$ cat config.mk
export PLATFORM = sky130hd
export DESIGN_NAME = commit_unit
export DESIGN_NICKNAME = d
export VERILOG_FILES = /design/src/design/commit_pkg.sv /design/src/design/exception_check.sv /design/src/design/store_format.sv /design/src/design/load_format.sv /design/src/design/mem_access.sv /design/src/design/writeback_merge.sv /design/src/design/commit_stage.sv /design/src/design/commit_unit.sv
export SDC_FILE = /design/constraint.sdc
export NUM_CORES = 1
export LEC_CHECK = 0
export ABC_AREA = 1
export CORE_AREA = 2 2 243 245
export DETAILED_ROUTE_END_ITERATION = 16
export DIE_AREA = 0 0 245 247
export DONT_BUFFER_PORTS = 1
export GPL_ROUTABILITY_DRIVEN = 0
export PLACE_DENSITY_LB_ADDON = 0.25
export SETUP_SLACK_MARGIN = 0.1
export SYNTH_ARGS = -nofsm -noshare
export SYNTH_HDL_FRONTEND = slang
export SYNTH_SLANG_ARGS = --single-unit
$ cat constraint.sdc
create_clock -name clk -period 10.05 [get_ports clk]
set_input_delay 1.5075 -clock clk [delete_from_list [all_inputs] [get_ports clk]]
set_output_delay 1.5075 -clock clk [all_outputs]
set_load 0.01 [all_outputs]
$ cat src/design/commit_pkg.sv
package commit_pkg;

    typedef logic [31:0] word_t;
    typedef logic [4:0]  reg_addr_t;
    typedef logic [5:0]  int_vec_t;

    // 0 byte, 1 half-word, 2 word
    typedef logic [1:0] mem_size_t;
    localparam mem_size_t SIZE_BYTE = 2'd0;
    localparam mem_size_t SIZE_HALF = 2'd1;
    localparam mem_size_t SIZE_WORD = 2'd2;

    typedef enum logic [3:0] {
        NOP, ALU, LW, LH, LHU, LB, LBU, SW, SH, SB, SYSCALL, ERET
    } op_t;

    // MIPS cause numbers where one exists
    typedef enum logic [4:0] {
        EXC_INT  = 5'h00,
        EXC_ADEL = 5'h04,
        EXC_ADES = 5'h05,
        EXC_SYS  = 5'h08,
        EXC_NONE = 5'h1f
    } exc_code_t;

    typedef struct packed {
        op_t       op;
        word_t     pc;
        // alu result, or the address for loads and stores
        word_t     result;
        word_t     store_data;
        word_t     epc;
        reg_addr_t destreg;
        logic      regwrite;
    } exec_data_t;

    typedef struct packed {
        word_t     pc;
        reg_addr_t destreg;
        logic      regwrite;
        word_t     result;
    } wb_data_t;

    typedef struct packed {
        logic      en;
        logic      wt;
        mem_size_t size;
        word_t     addr;
        word_t     wd;
    } mem_req_t;

    typedef struct packed {
        exc_code_t code;
        word_t     epc;
        word_t     badvaddr;
    } exception_t;

    typedef struct packed {
        logic  valid;
        word_t target;
    } redirect_t;

    function automatic logic is_load(op_t op);
        return (op == LW) || (op == LH) || (op == LHU) || (op == LB) || (op == LBU);
    endfunction

    function automatic logic is_store(op_t op);
        return (op == SW) || (op == SH) || (op == SB);
    endfunction

endpackage

$ cat src/design/exception_check.sv
`timescale 1ns/1ps

module exception_check #(
    parameter commit_pkg::word_t EXC_VECTOR = 32'hBFC00380
) (
    input  commit_pkg::exec_data_t slot,
    input  logic                   squash,
    input  commit_pkg::int_vec_t   ext_int,
    input  logic                   check_int,
    output logic                   exc_valid,
    output commit_pkg::exception_t exc
);
    import commit_pkg::*;

    logic      misaligned;
    logic      int_pending;
    exc_code_t code;

    // word accesses need addr[1:0] == 0 and half-words need addr[0] == 0
    always_comb begin
        case (slot.op)
            LW, SW:      misaligned = (slot.result[1:0] != 2'b00);
            LH, LHU, SH: misaligned = slot.result[0];
            default:     misaligned = 1'b0;
        endcase
    end

    // no interrupt on the handler entry instruction itself,
    // so the handler always makes progress
    assign int_pending = check_int && (ext_int != '0) && (slot.pc != EXC_VECTOR);

    // interrupt first, then syscall, then address error
    always_comb begin
        code = EXC_NONE;
        if (int_pending) begin
            code = EXC_INT;
        end else if (slot.op == SYSCALL) begin
            code = EXC_SYS;
        end else if (misaligned && is_load(slot.op)) begin
            code = EXC_ADEL;
        end else if (misaligned && is_store(slot.op)) begin
            code = EXC_ADES;
        end
        // a squashed slot never reports
        if (squash) begin
            code = EXC_NONE;
        end
    end

    assign exc_valid    = (code != EXC_NONE);
    assign exc.code     = code;
    assign exc.epc      = slot.pc;
    assign exc.badvaddr = ((code == EXC_ADEL) || (code == EXC_ADES)) ? slot.result : '0;

endmodule

$ cat src/design/store_format.sv
`timescale 1ns/1ps

module store_format (
    input  commit_pkg::op_t       op,
    input  commit_pkg::word_t     store_data,
    output commit_pkg::mem_size_t size,
    output commit_pkg::word_t     wd
);
    import commit_pkg::*;

    // the memory picks the lane from addr, so narrow data goes to every lane
    always_comb begin
        wd = store_data;
        case (op)
            SB: begin
                size = SIZE_BYTE;
                wd   = {4{store_data[7:0]}};
            end
            SH: begin
                size = SIZE_HALF;
                wd   = {2{store_data[15:0]}};
            end
            LB, LBU: begin
                size = SIZE_BYTE;
            end
            LH, LHU: begin
                size = SIZE_HALF;
            end
            default: begin
                size = SIZE_WORD;
            end
        endcase
    end

endmodule

$ cat src/design/load_format.sv
`timescale 1ns/1ps

module load_format (
    input  commit_pkg::op_t   op,
    input  logic [1:0]        byte_sel,
    input  commit_pkg::word_t rdata,
    output commit_pkg::word_t load_data
);
    import commit_pkg::*;

    logic [7:0]  lane_b;
    logic [15:0] lane_h;

    // lane named by the low address bits
    always_comb begin
        case (byte_sel)
            2'd0:    lane_b = rdata[7:0];
            2'd1:    lane_b = rdata[15:8];
            2'd2:    lane_b = rdata[23:16];
            default: lane_b = rdata[31:24];
        endcase
    end

    assign lane_h = byte_sel[1] ? rdata[31:16] : rdata[15:0];

    always_comb begin
        case (op)
            LB: begin
                load_data = {{24{lane_b[7]}}, lane_b};
            end
            LBU: begin
                load_data = {24'h000000, lane_b};
            end
            LH: begin
                load_data = {{16{lane_h[15]}}, lane_h};
            end
            LHU: begin
                load_data = {16'h0000, lane_h};
            end
            default: begin
                load_data = rdata;
            end
        endcase
    end

endmodule

$ cat src/design/mem_access.sv
`timescale 1ns/1ps

module mem_access (
    input  commit_pkg::exec_data_t [1:0] slots,
    input  logic [1:0]                   allow,
    input  commit_pkg::word_t            dmem_rdata,
    output commit_pkg::mem_req_t         req,
    output commit_pkg::word_t            load_data,
    output logic                         mem_slot
);
    import commit_pkg::*;

    exec_data_t sel;
    logic       sel_mem;
    mem_size_t  size;
    word_t      wd;

    // older slot wins the single memory port
    assign mem_slot = is_load(slots[1].op) || is_store(slots[1].op);
    assign sel      = slots[mem_slot];
    assign sel_mem  = is_load(sel.op) || is_store(sel.op);

    store_format u_store_format (
        .op         (sel.op),
        .store_data (sel.store_data),
        .size       (size),
        .wd         (wd)
    );

    // excepting or squashed slots never reach memory
    assign req = '{
        en:   sel_mem && allow[mem_slot],
        wt:   is_store(sel.op),
        size: size,
        addr: sel.result,
        wd:   wd
    };

    load_format u_load_format (
        .op        (sel.op),
        .byte_sel  (sel.result[1:0]),
        .rdata     (dmem_rdata),
        .load_data (load_data)
    );

endmodule

$ cat src/design/writeback_merge.sv
`timescale 1ns/1ps

module writeback_merge (
    input  commit_pkg::exec_data_t [1:0] slots,
    input  logic [1:0]                   keep,
    input  logic                         mem_slot,
    input  commit_pkg::word_t            load_data,
    output commit_pkg::wb_data_t   [1:0] out
);
    import commit_pkg::*;

    logic [1:0] takes_load;

    // only the slot that owns the memory port gets the loaded word
    assign takes_load[1] = mem_slot && is_load(slots[1].op);
    assign takes_load[0] = !mem_slot && is_load(slots[0].op);

    always_comb begin
        for (int i = 0; i < 2; i++) begin
            out[i].pc       = slots[i].pc;
            out[i].destreg  = slots[i].destreg;
            out[i].regwrite = slots[i].regwrite;
            out[i].result   = takes_load[i] ? load_data : slots[i].result;
            // dropped slots retire as an all-zero record
            if (!keep[i]) begin
                out[i] = '0;
            end
        end
    end

endmodule

$ cat src/design/commit_stage.sv
`timescale 1ns/1ps

module commit_stage #(
    parameter commit_pkg::word_t EXC_VECTOR = 32'hBFC00380
) (
    input  commit_pkg::exec_data_t [1:0] in,
    input  logic                         first_cycle,
    input  commit_pkg::int_vec_t         ext_int,
    output commit_pkg::mem_req_t         dmem_req,
    input  commit_pkg::word_t            dmem_rdata,
    input  logic                         dmem_data_ok,
    output logic                         finish,
    output commit_pkg::wb_data_t   [1:0] out,
    output logic                         exception_valid,
    output commit_pkg::exception_t       exception,
    output commit_pkg::redirect_t        redirect
);
    import commit_pkg::*;

    logic       [1:0] exc_valid;
    exception_t [1:0] exc;
    logic             mask;
    logic       [1:0] live;
    word_t            load_data;
    logic             mem_slot;

    // slot 1 is older and alone sees interrupts
    exception_check #(.EXC_VECTOR(EXC_VECTOR)) u_check1 (
        .slot      (in[1]),
        .squash    (1'b0),
        .ext_int   (ext_int),
        .check_int (1'b1),
        .exc_valid (exc_valid[1]),
        .exc       (exc[1])
    );

    exception_check #(.EXC_VECTOR(EXC_VECTOR)) u_check0 (
        .slot      (in[0]),
        .squash    (mask),
        .ext_int   (ext_int),
        .check_int (1'b0),
        .exc_valid (exc_valid[0]),
        .exc       (exc[0])
    );

    // slot 1 trapping or returning kills the younger slot
    assign mask    = exc_valid[1] || (in[1].op == ERET);
    assign live[1] = !exc_valid[1];
    assign live[0] = !mask && !exc_valid[0];

    mem_access u_mem_access (
        .slots      (in),
        .allow      (live),
        .dmem_rdata (dmem_rdata),
        .req        (dmem_req),
        .load_data  (load_data),
        .mem_slot   (mem_slot)
    );

    writeback_merge u_writeback_merge (
        .slots     (in),
        .keep      (live),
        .mem_slot  (mem_slot),
        .load_data (load_data),
        .out       (out)
    );

    assign exception_valid = |exc_valid;
    assign exception       = exc_valid[1] ? exc[1] : exc[0];

    // data-ok is not trusted in the first cycle of a pair
    assign finish = first_cycle ? !dmem_req.en : (!dmem_req.en || dmem_data_ok);

    always_comb begin
        redirect = '0;
        if (exception_valid) begin
            redirect = '{valid: 1'b1, target: EXC_VECTOR};
        end else if (in[1].op == ERET) begin
            redirect = '{valid: 1'b1, target: in[1].epc};
        end else if (in[0].op == ERET) begin
            redirect = '{valid: 1'b1, target: in[0].epc};
        end
    end

endmodule

$ cat src/design/commit_unit.sv
`timescale 1ns/1ps

module commit_unit #(
    parameter commit_pkg::word_t EXC_VECTOR = 32'hBFC00380
) (
    input  logic                         clk,
    input  logic                         rst_n,
    input  logic                         in_valid,
    output logic                         in_ready,
    input  commit_pkg::exec_data_t [1:0] in,
    input  commit_pkg::int_vec_t         ext_int,
    output commit_pkg::mem_req_t         dmem_req,
    input  commit_pkg::word_t            dmem_rdata,
    input  logic                         dmem_data_ok,
    output logic                         out_valid,
    output commit_pkg::wb_data_t   [1:0] out,
    output logic                         exception_valid,
    output commit_pkg::exception_t       exception,
    output commit_pkg::redirect_t        redirect
);
    import commit_pkg::*;

    typedef enum logic {EMPTY, HOLD} state_t;

    state_t           state;
    exec_data_t [1:0] pair;
    logic             first_cycle;
    logic             finish;
    logic             accept;
    mem_req_t         stage_req;
    logic             stage_exc_valid;

    assign out_valid = (state == HOLD) && finish;
    // a retiring pair frees the latch on the same edge
    assign in_ready  = (state == EMPTY) || out_valid;
    assign accept    = in_valid && in_ready;

    always_ff @(posedge clk or negedge rst_n) begin
        if (!rst_n) begin
            state       <= EMPTY;
            first_cycle <= 1'b0;
        end else if (accept) begin
            state       <= HOLD;
            first_cycle <= 1'b1;
        end else begin
            first_cycle <= 1'b0;
            if (out_valid) begin
                state <= EMPTY;
            end
        end
    end

    always_ff @(posedge clk) begin
        if (accept) begin
            pair <= in;
        end
    end

    commit_stage #(.EXC_VECTOR(EXC_VECTOR)) u_commit_stage (
        .in              (pair),
        .first_cycle     (first_cycle),
        .ext_int         (ext_int),
        .dmem_req        (stage_req),
        .dmem_rdata      (dmem_rdata),
        .dmem_data_ok    (dmem_data_ok),
        .finish          (finish),
        .out             (out),
        .exception_valid (stage_exc_valid),
        .exception       (exception),
        .redirect        (redirect)
    );

    // an empty latch must not start an access or report a trap
    always_comb begin
        dmem_req    = stage_req;
        dmem_req.en = stage_req.en && (state == HOLD);
    end

    assign exception_valid = stage_exc_valid && (state == HOLD);

endmodule

==> qor.csv, run 1 <==
stage,metric,value,unit
clock_network,hold_buf cts,0,
pwr,Power Dens Cells,188.6,nW/µm²
timing,RSZ-0062 raised after global routing,no,
synth,fraction of registers with async set/reset,0.007194,
placement,pre-CTS setup slack,2.971,ns
routing,drt first-iter violations,657,
timing,Final min period,7.028,ns
synth,Synth cell types,35,
floorplan,Vert. Die Dim,247,µm
run_status,status,"finished, final reports clean",
run,max cap viols,0,
routing,DR vias,10470,
synth,top-area cell type share of the netlist area,0.6098,
synth,#FFs+latches synth,278,
floorplan,Core Area,58240,µm²
setup_path,critical path class,primary input to output port,
clock_network,CTS tree,yes,
setup_path,Critical Path End Type,output port,
synth,"EDFF count, synth",276,
pwr,Leak,0.005980,µW
timing,setup ws final,3.022,ns
synth,sequential area share after synthesis,0.6135,
setup_path,Worst EP arrival,5.52,ns
routing,Residual DRC,0,
finish,synth-to-layout area growth,13.20,%
floorplan,Die ar.,60520,µm²
synth,"area leader, netlist",edfxtp_1,
setup_path,CP Max Fanout,111,
routing,Routed Antenna Nets,0,
global_route,initial antenna violation count,11,
setup_path,CP startpoint kind,primary input,
clock_network,H-tree depth,2,
clock_network,clock root cell,clkbuf_16,
floorplan,row count,89,
finish,final-stage net count,1722,
synth,Post-synth top flop,edfxtp_1,
floorplan,Die X,245,µm
synth,most numerous cell in the Yosys netlist,nand2_1,
setup_path,R2R cell count,16,
floorplan,I/O pin cnt,631,
clock_network,postcts setup bufs,0,
synth,Post-Syn Area,13590,µm²
timing,Slew @ Worst Pin,1.158,ns
setup_path,crit-path max cell delay,1.10,ns
setup_path,critical path's slowest cell,inv_1,
global_route,GR Overflow Total,0,
clock_network,clk slew on worst S/H paths,0.06,ns
timing,Max-slew headroom,0.2282,
clock_network,total CTS buffers,35,
routing,wire per inst,24.28,µm
clock_network,clock latency on the worst-skew pair,0.54,ns
synth,post-synthesis net count,1756,
clock_network,CTS resizes,0,
timing,Setup Skew,0.02609,ns
pwr,Worst VDD drop,0.1557,mV
synth,Mapped Cells,1438,
timing,Tcrit/Tclk final,0.6993,
setup_path,worst-path cell chain,nor4_1 -> nand2_1 -> nand2_1 -> nand2_4 -> nor2_1 -> nand2_2 -> inv_1 -> o21ai_0 -> a21oi_1,
global_route,global-route wire length before repair,72.95,mm
global_route,vias in the first global route,10010,
synth,Synth top cells by count,"nand2_1, edfxtp_1, inv_1, o21ai_0, nor2_1",
finish,"Core Util, Final",0.2642,
routing,Pre-antenna DRT Iters,5,
timing,max frequency,142.3,MHz
global_route,GRT Overall Usage,0.1659,
placement,IO Port Bufs,0,
timing,setup violators final,0,
synth,Synth area leaders,"edfxtp_1, nand2_1, o21ai_0",
synth,syn avg cell area,9.452,µm²
timing,sum of negative setup slack,0,ns
clock_network,clk buf depth,3,
placement,DPL Wire Length,40.63,mm
floorplan,Starting Density,0.2334,
timing,final hold vios,0,
setup_path,CP most frequent cell,nand2_1,
global_route,largest net degree at the start of global routing,169,
finish,fraction of layout cells with a size suffix above 1,0.06381,
routing,Via-to-Cell Ratio,4.747,
synth,Ys Warns,0,
timing,max-slew violations,0,
clock_network,clk sinks,278,
min_path,HP Class,primary input to asynchronous set/reset pin,
routing,WL final,53.55,mm
setup_path,CP Data Required Time,8.54,ns
[path summary, 6_finish.rpt]
check                                     from               endpoint  slack [ns]
max                                 ext_int[3]                out[10]        3.02
min                                      rst_n      state$_DFFE_PN0P_        0.67
max reg2reg                pair[274]$_DFFE_PP_    pair[127]$_DFFE_PP_        4.20
min reg2reg                  state$_DFFE_PN0P_      state$_DFFE_PN0P_        0.72
max in group asynchronous                rst_n  first_cycle$_DFF_PN0_        9.31
min in group clk             state$_DFFE_PN0P_      state$_DFFE_PN0P_        0.72
[final cells by class]
type / instances / area [µm²]
Antenna cell: 7 / 17.52
Clock buffer: 45 / 965.9
Clock inverter: 14 / 102.6
Fill cell: 6191 / 42850
Inverter: 188 / 713.2
Multi-Input combinational cell: 891 / 4194
Sequential cell: 278 / 8338
Tap cell: 773 / 967.2
Timing Repair Buffer: 10 / 87.58
[routing by layer]
layer	global-route usage	share of wire
met5	0	0.0012
met4	0.06331	0.035
met3	0.05459	0.088
met1	0.1862	0.37
met2	0.2911	0.51
[flip-flops by register name, summed over array words and instances, names as in the netlist]
register / flops
pair: 276
first_cycle: 1
state: 1
[cells by family (layout without fill, tap and decap cells)]
kind of cell	after synthesis	count (layout)	synth area share
compound gates	293	293	0.1133
simple gates	588	588	0.1868
flops	278	278	0.6135
other cells	0	7	0
buf+inv	269	257	0.07908
mux	10	10	0.007365
[power by group]
group,switching [µW],internal [µW],leakage (µW)
logic,262,66.7,0.00273
clock network,488,703,0.000522
registers,30.4,1350,0.00272
[through the flow]
step                      std cells  hold slack [ns]  power [µW]  cell area [µm²]
after global placement         2140           0.7051        1737            14300
after CTS                      2199           0.6316        2947            15370
final                          2206           0.6717        2902            15390
after detailed placement       2140           0.7249        1739            14300
after floorplan                1438           0.6356        1636            13590
after global routing           2203           0.6312        3019            15380
[cells in the final DEF (no fill, tap or decap), drive strengths merged, types with 8 or more instances in the layout]
master	instances
nand2	326
edfxtp	276
inv	187
o21ai	167
nor2	117
a21oi	91
nand3	68
nand4	56
clkbuf	45
o211ai	17
or2	17
clkinv	13
mux2i	10
buf	10
a31oi	8
[worst max-delay path: cells and delay by family]
kind,cells,cell delay (ns)
AOI/OAI and AO/OA,2,0.57
and+or+nand+nor,6,2.30
buffers and inverters,1,1.10
(Power assumes the default switching activity.)
==> run 2, diff against run 1 <==
==> constraint.sdc (replaced) <==
create_clock -name clk -period 5.8 [get_ports clk]
set_input_delay 0.87 -clock clk [delete_from_list [all_inputs] [get_ports clk]]
set_output_delay 0.87 -clock clk [all_outputs]
set_load 0.01 [all_outputs]
==> run 2 against run 1 <==
Net effect: total power is 70% higher; sequential cell count did not move; first-iteration DRC count is 14% higher; global-route usage rose by 0.41 points.
==> qor.csv, run 2 (synthesized netlist as in run 1, its figures left out) <==
stage,metric,value,unit,change
run_status,status,"finished, final reports clean",,
finish,biggest regs,"pair: 276 flops, first_cycle: 1 flops, state: 1 flops",,
global_route,largest net degree at the start of global routing,96,,-43%
finish,most flop-heavy register,pair,,
routing,drt first-iter violations,751,,+14%
clock_network,clock root cell,clkbuf_16,,
routing,wire per inst,24.44,µm,+0.67%
clock_network,total CTS buffers,35,,unchanged
pwr,"Power, Total",4940,µW,+70%
setup_path,CP Max Fanout,38,,-66%
clock_network,CTS tree,yes,,
clock_network,clk sinks,278,,unchanged
floorplan,row count,89,,unchanged
timing,Tcrit/Tclk final,0.8482,,
floorplan,Starting Density,0.2334,,unchanged
floorplan,Core Area,58240,µm²,unchanged
placement,IO Port Bufs,0,,unchanged
clock_network,clk buf depth,3,,unchanged
pwr,Worst VDD drop,0.2631,mV,+69%
setup_path,critical path class,register to output port,,
global_route,initial antenna violation count,16,,+5
timing,final hold vios,0,,unchanged
floorplan,Die ar.,60520,µm²,unchanged
timing,setup ws final,0.8802,ns,-2.142 ns
finish,max FFs per register,276,,unchanged
global_route,global-route wire length before repair,74.26,mm,+1.8%
floorplan,Die X,245,µm,unchanged
finish,# fillers,6189,,-0.032%
setup_path,CP Launch Point,pair[273]$_DFFE_PP_,,
setup_path,FF-to-FF Start,pair[273]$_DFFE_PP_,,
global_route,GRT Overall Usage,0.1700,,+0.004129
routing,Routed Antenna Nets,0,,unchanged
setup_path,r2r endpoint,pair[135]$_DFFE_PP_,,
placement,pre-CTS setup slack,1.345,ns,-1.626 ns
clock_network,clock latency on the worst-skew pair,0.55,ns,about the same
timing,setup violators final,0,,unchanged
pwr,Power Dens Cells,317.9,nW/µm²,+69%
timing,max-slew violations,0,,unchanged
routing,Pre-antenna DRT Iters,5,,unchanged
timing,Max-slew headroom,0.4058,,+0.1775
finish,final-stage net count,1741,,+1.1%
finish,"most common cell after layout, fill and taps aside",nand2_1,,
routing,Via-to-Cell Ratio,4.788,,+0.86%
finish,synth-to-layout area growth,14.32,%,
routing,Residual DRC,0,,unchanged
timing,Setup Skew,0.03429,ns,+0.008196 ns
timing,Final min period,4.920,ns,
clock_network,clk slew on worst S/H paths,0.06,ns,about the same
min_path,hold path depth,0,,
setup_path,Reg2Reg Setup Slack,1.49,ns,-2.71 ns
routing,DR vias,10640,,+1.6%
min_path,HP Class,primary input to register,,
setup_path,R2R cell count,17,,+1
floorplan,Vert. Die Dim,247,µm,unchanged
global_route,GR Overflow Total,0,,unchanged
finish,most frequent cells in the layout,"nand2_1, edfxtp_1, inv_1",,
routing,WL final,54.33,mm,+1.4%
setup_path,CP startpoint kind,register,,
clock_network,H-tree depth,2,,unchanged
setup_path,crit path to,out[27],,
clock_network,postcts setup bufs,0,,unchanged
run,max cap viols,0,,unchanged
setup_path,Worst EP arrival,4.05,ns,-1.47 ns
setup_path,CP Data Required Time,4.93,ns,-3.61 ns
placement,Inst Count DP,2158,,+0.84%
timing,RSZ-0062 raised after global routing,no,,
finish,fraction of layout cells with a size suffix above 1,0.07538,,+0.01157
global_route,vias in the first global route,10270,,+2.5%
placement,DPL Wire Length,41.94,mm,+3.2%
floorplan,I/O pin cnt,631,,unchanged
timing,max frequency,203.3,MHz,
timing,Slew @ Worst Pin,0.8913,ns,-0.2663 ns
finish,Post-Layout Cell Count,2223,,+0.77%
setup_path,Critical Path End Type,output port,,
pwr,Leak,0.006056,µW,+1.3%
==> run 2: changes by cell type in the layout (fill, tap and decap cells not counted), sizes merged <==
| cell | previous run | this run |
|---|---|---|
| buf | 10 | 28 |
| bufinv | 1 | 0 |
| clkinv | 13 | 16 |
| diode | 7 | 4 |
| dlygate4sd3 | 0 | 1 |
| inv | 187 | 186 |
==> run 2: how the worst min path moves through the flow <==
stage | from | end | slack, ns
after global placement | rst_n | state$_DFFE_PN0P_ | 0.57
final | in[172] | pair[172]$_DFFE_PP_ | 0.41
after floorplan | rst_n | first_cycle$_DFF_PN0_ | 0.57
after detailed placement | rst_n | first_cycle$_DFF_PN0_ | 0.57
after global routing | in[30] | pair[30]$_DFFE_PP_ | 0.37
after CTS | in[131] | pair[131]$_DFFE_PP_ | 0.35
==> run 2: through the flow <==
step             util  cell area, µm²  setup TNS, ns  hold WS [ns]
2_1_floorplan       -           13630        -219.94        0.5744
5_1_grt        0.2667           15530              0        0.3692
3_5_place_dp   0.2490           14500              0        0.5747
3_3_place_gp   0.2490           14500              0        0.5747
4_1_cts        0.2666           15530              0        0.3523
6_report       0.2668           15540              0        0.4071
==> run 2: power by group <==
group	switching [µW]	total (µW)	internal [µW]
Combinational	441	567	126
Clock	861	1980	1120
Sequential	51.5	2390	2340
Total	1350	4940	3590
==> run 2: what timing repair did <==
item / 4_1_cts / 5_1_grt
endpoints found under the setup margin: 0 / 0
hold buffers: 1 / 0
gates resized for setup: 0 / 0
hold endpoints to repair: 2 / 0
==> run 2: layout make-up <==
cell class	instances	area, µm²	share of cell area
multi-input combinational	891	4227	0.2720
antenna	4	10.01	0.0006442
sequential	278	8338	0.5366
timing repair buffer	29	270.3	0.01739
clock inverter	15	103.9	0.006683
tap	773	967.2	0.06224
inverter	188	709.4	0.04566
clock buffer	45	913.4	0.05878
==> run 2: critical path, stage by stage, from the launching register on <==
cell and delay [ns]:
edfxtp_1 0.49, nand2_2 0.18, inv_2 0.07, nand2_1 0.09, nand2_1 0.10, nor2_4 0.10, buf_4 0.36, buf_4 0.45
nand2_1 0.11, nand2_2 0.31, nand2_1 0.10, nand3_1 0.15, nand3_4 0.18, nand3_4 0.22, nand2_1 0.16, a21oi_1 0.37
==> run 2: layer usage <==
layer,track usage,up-vias,routed length [µm]
met5,0,-,81
met4,0.05344,14,1373
met3,0.06132,88,5193
met2,0.3067,587,27890
met1,0.1850,5080,19780
li1,-,4874,-
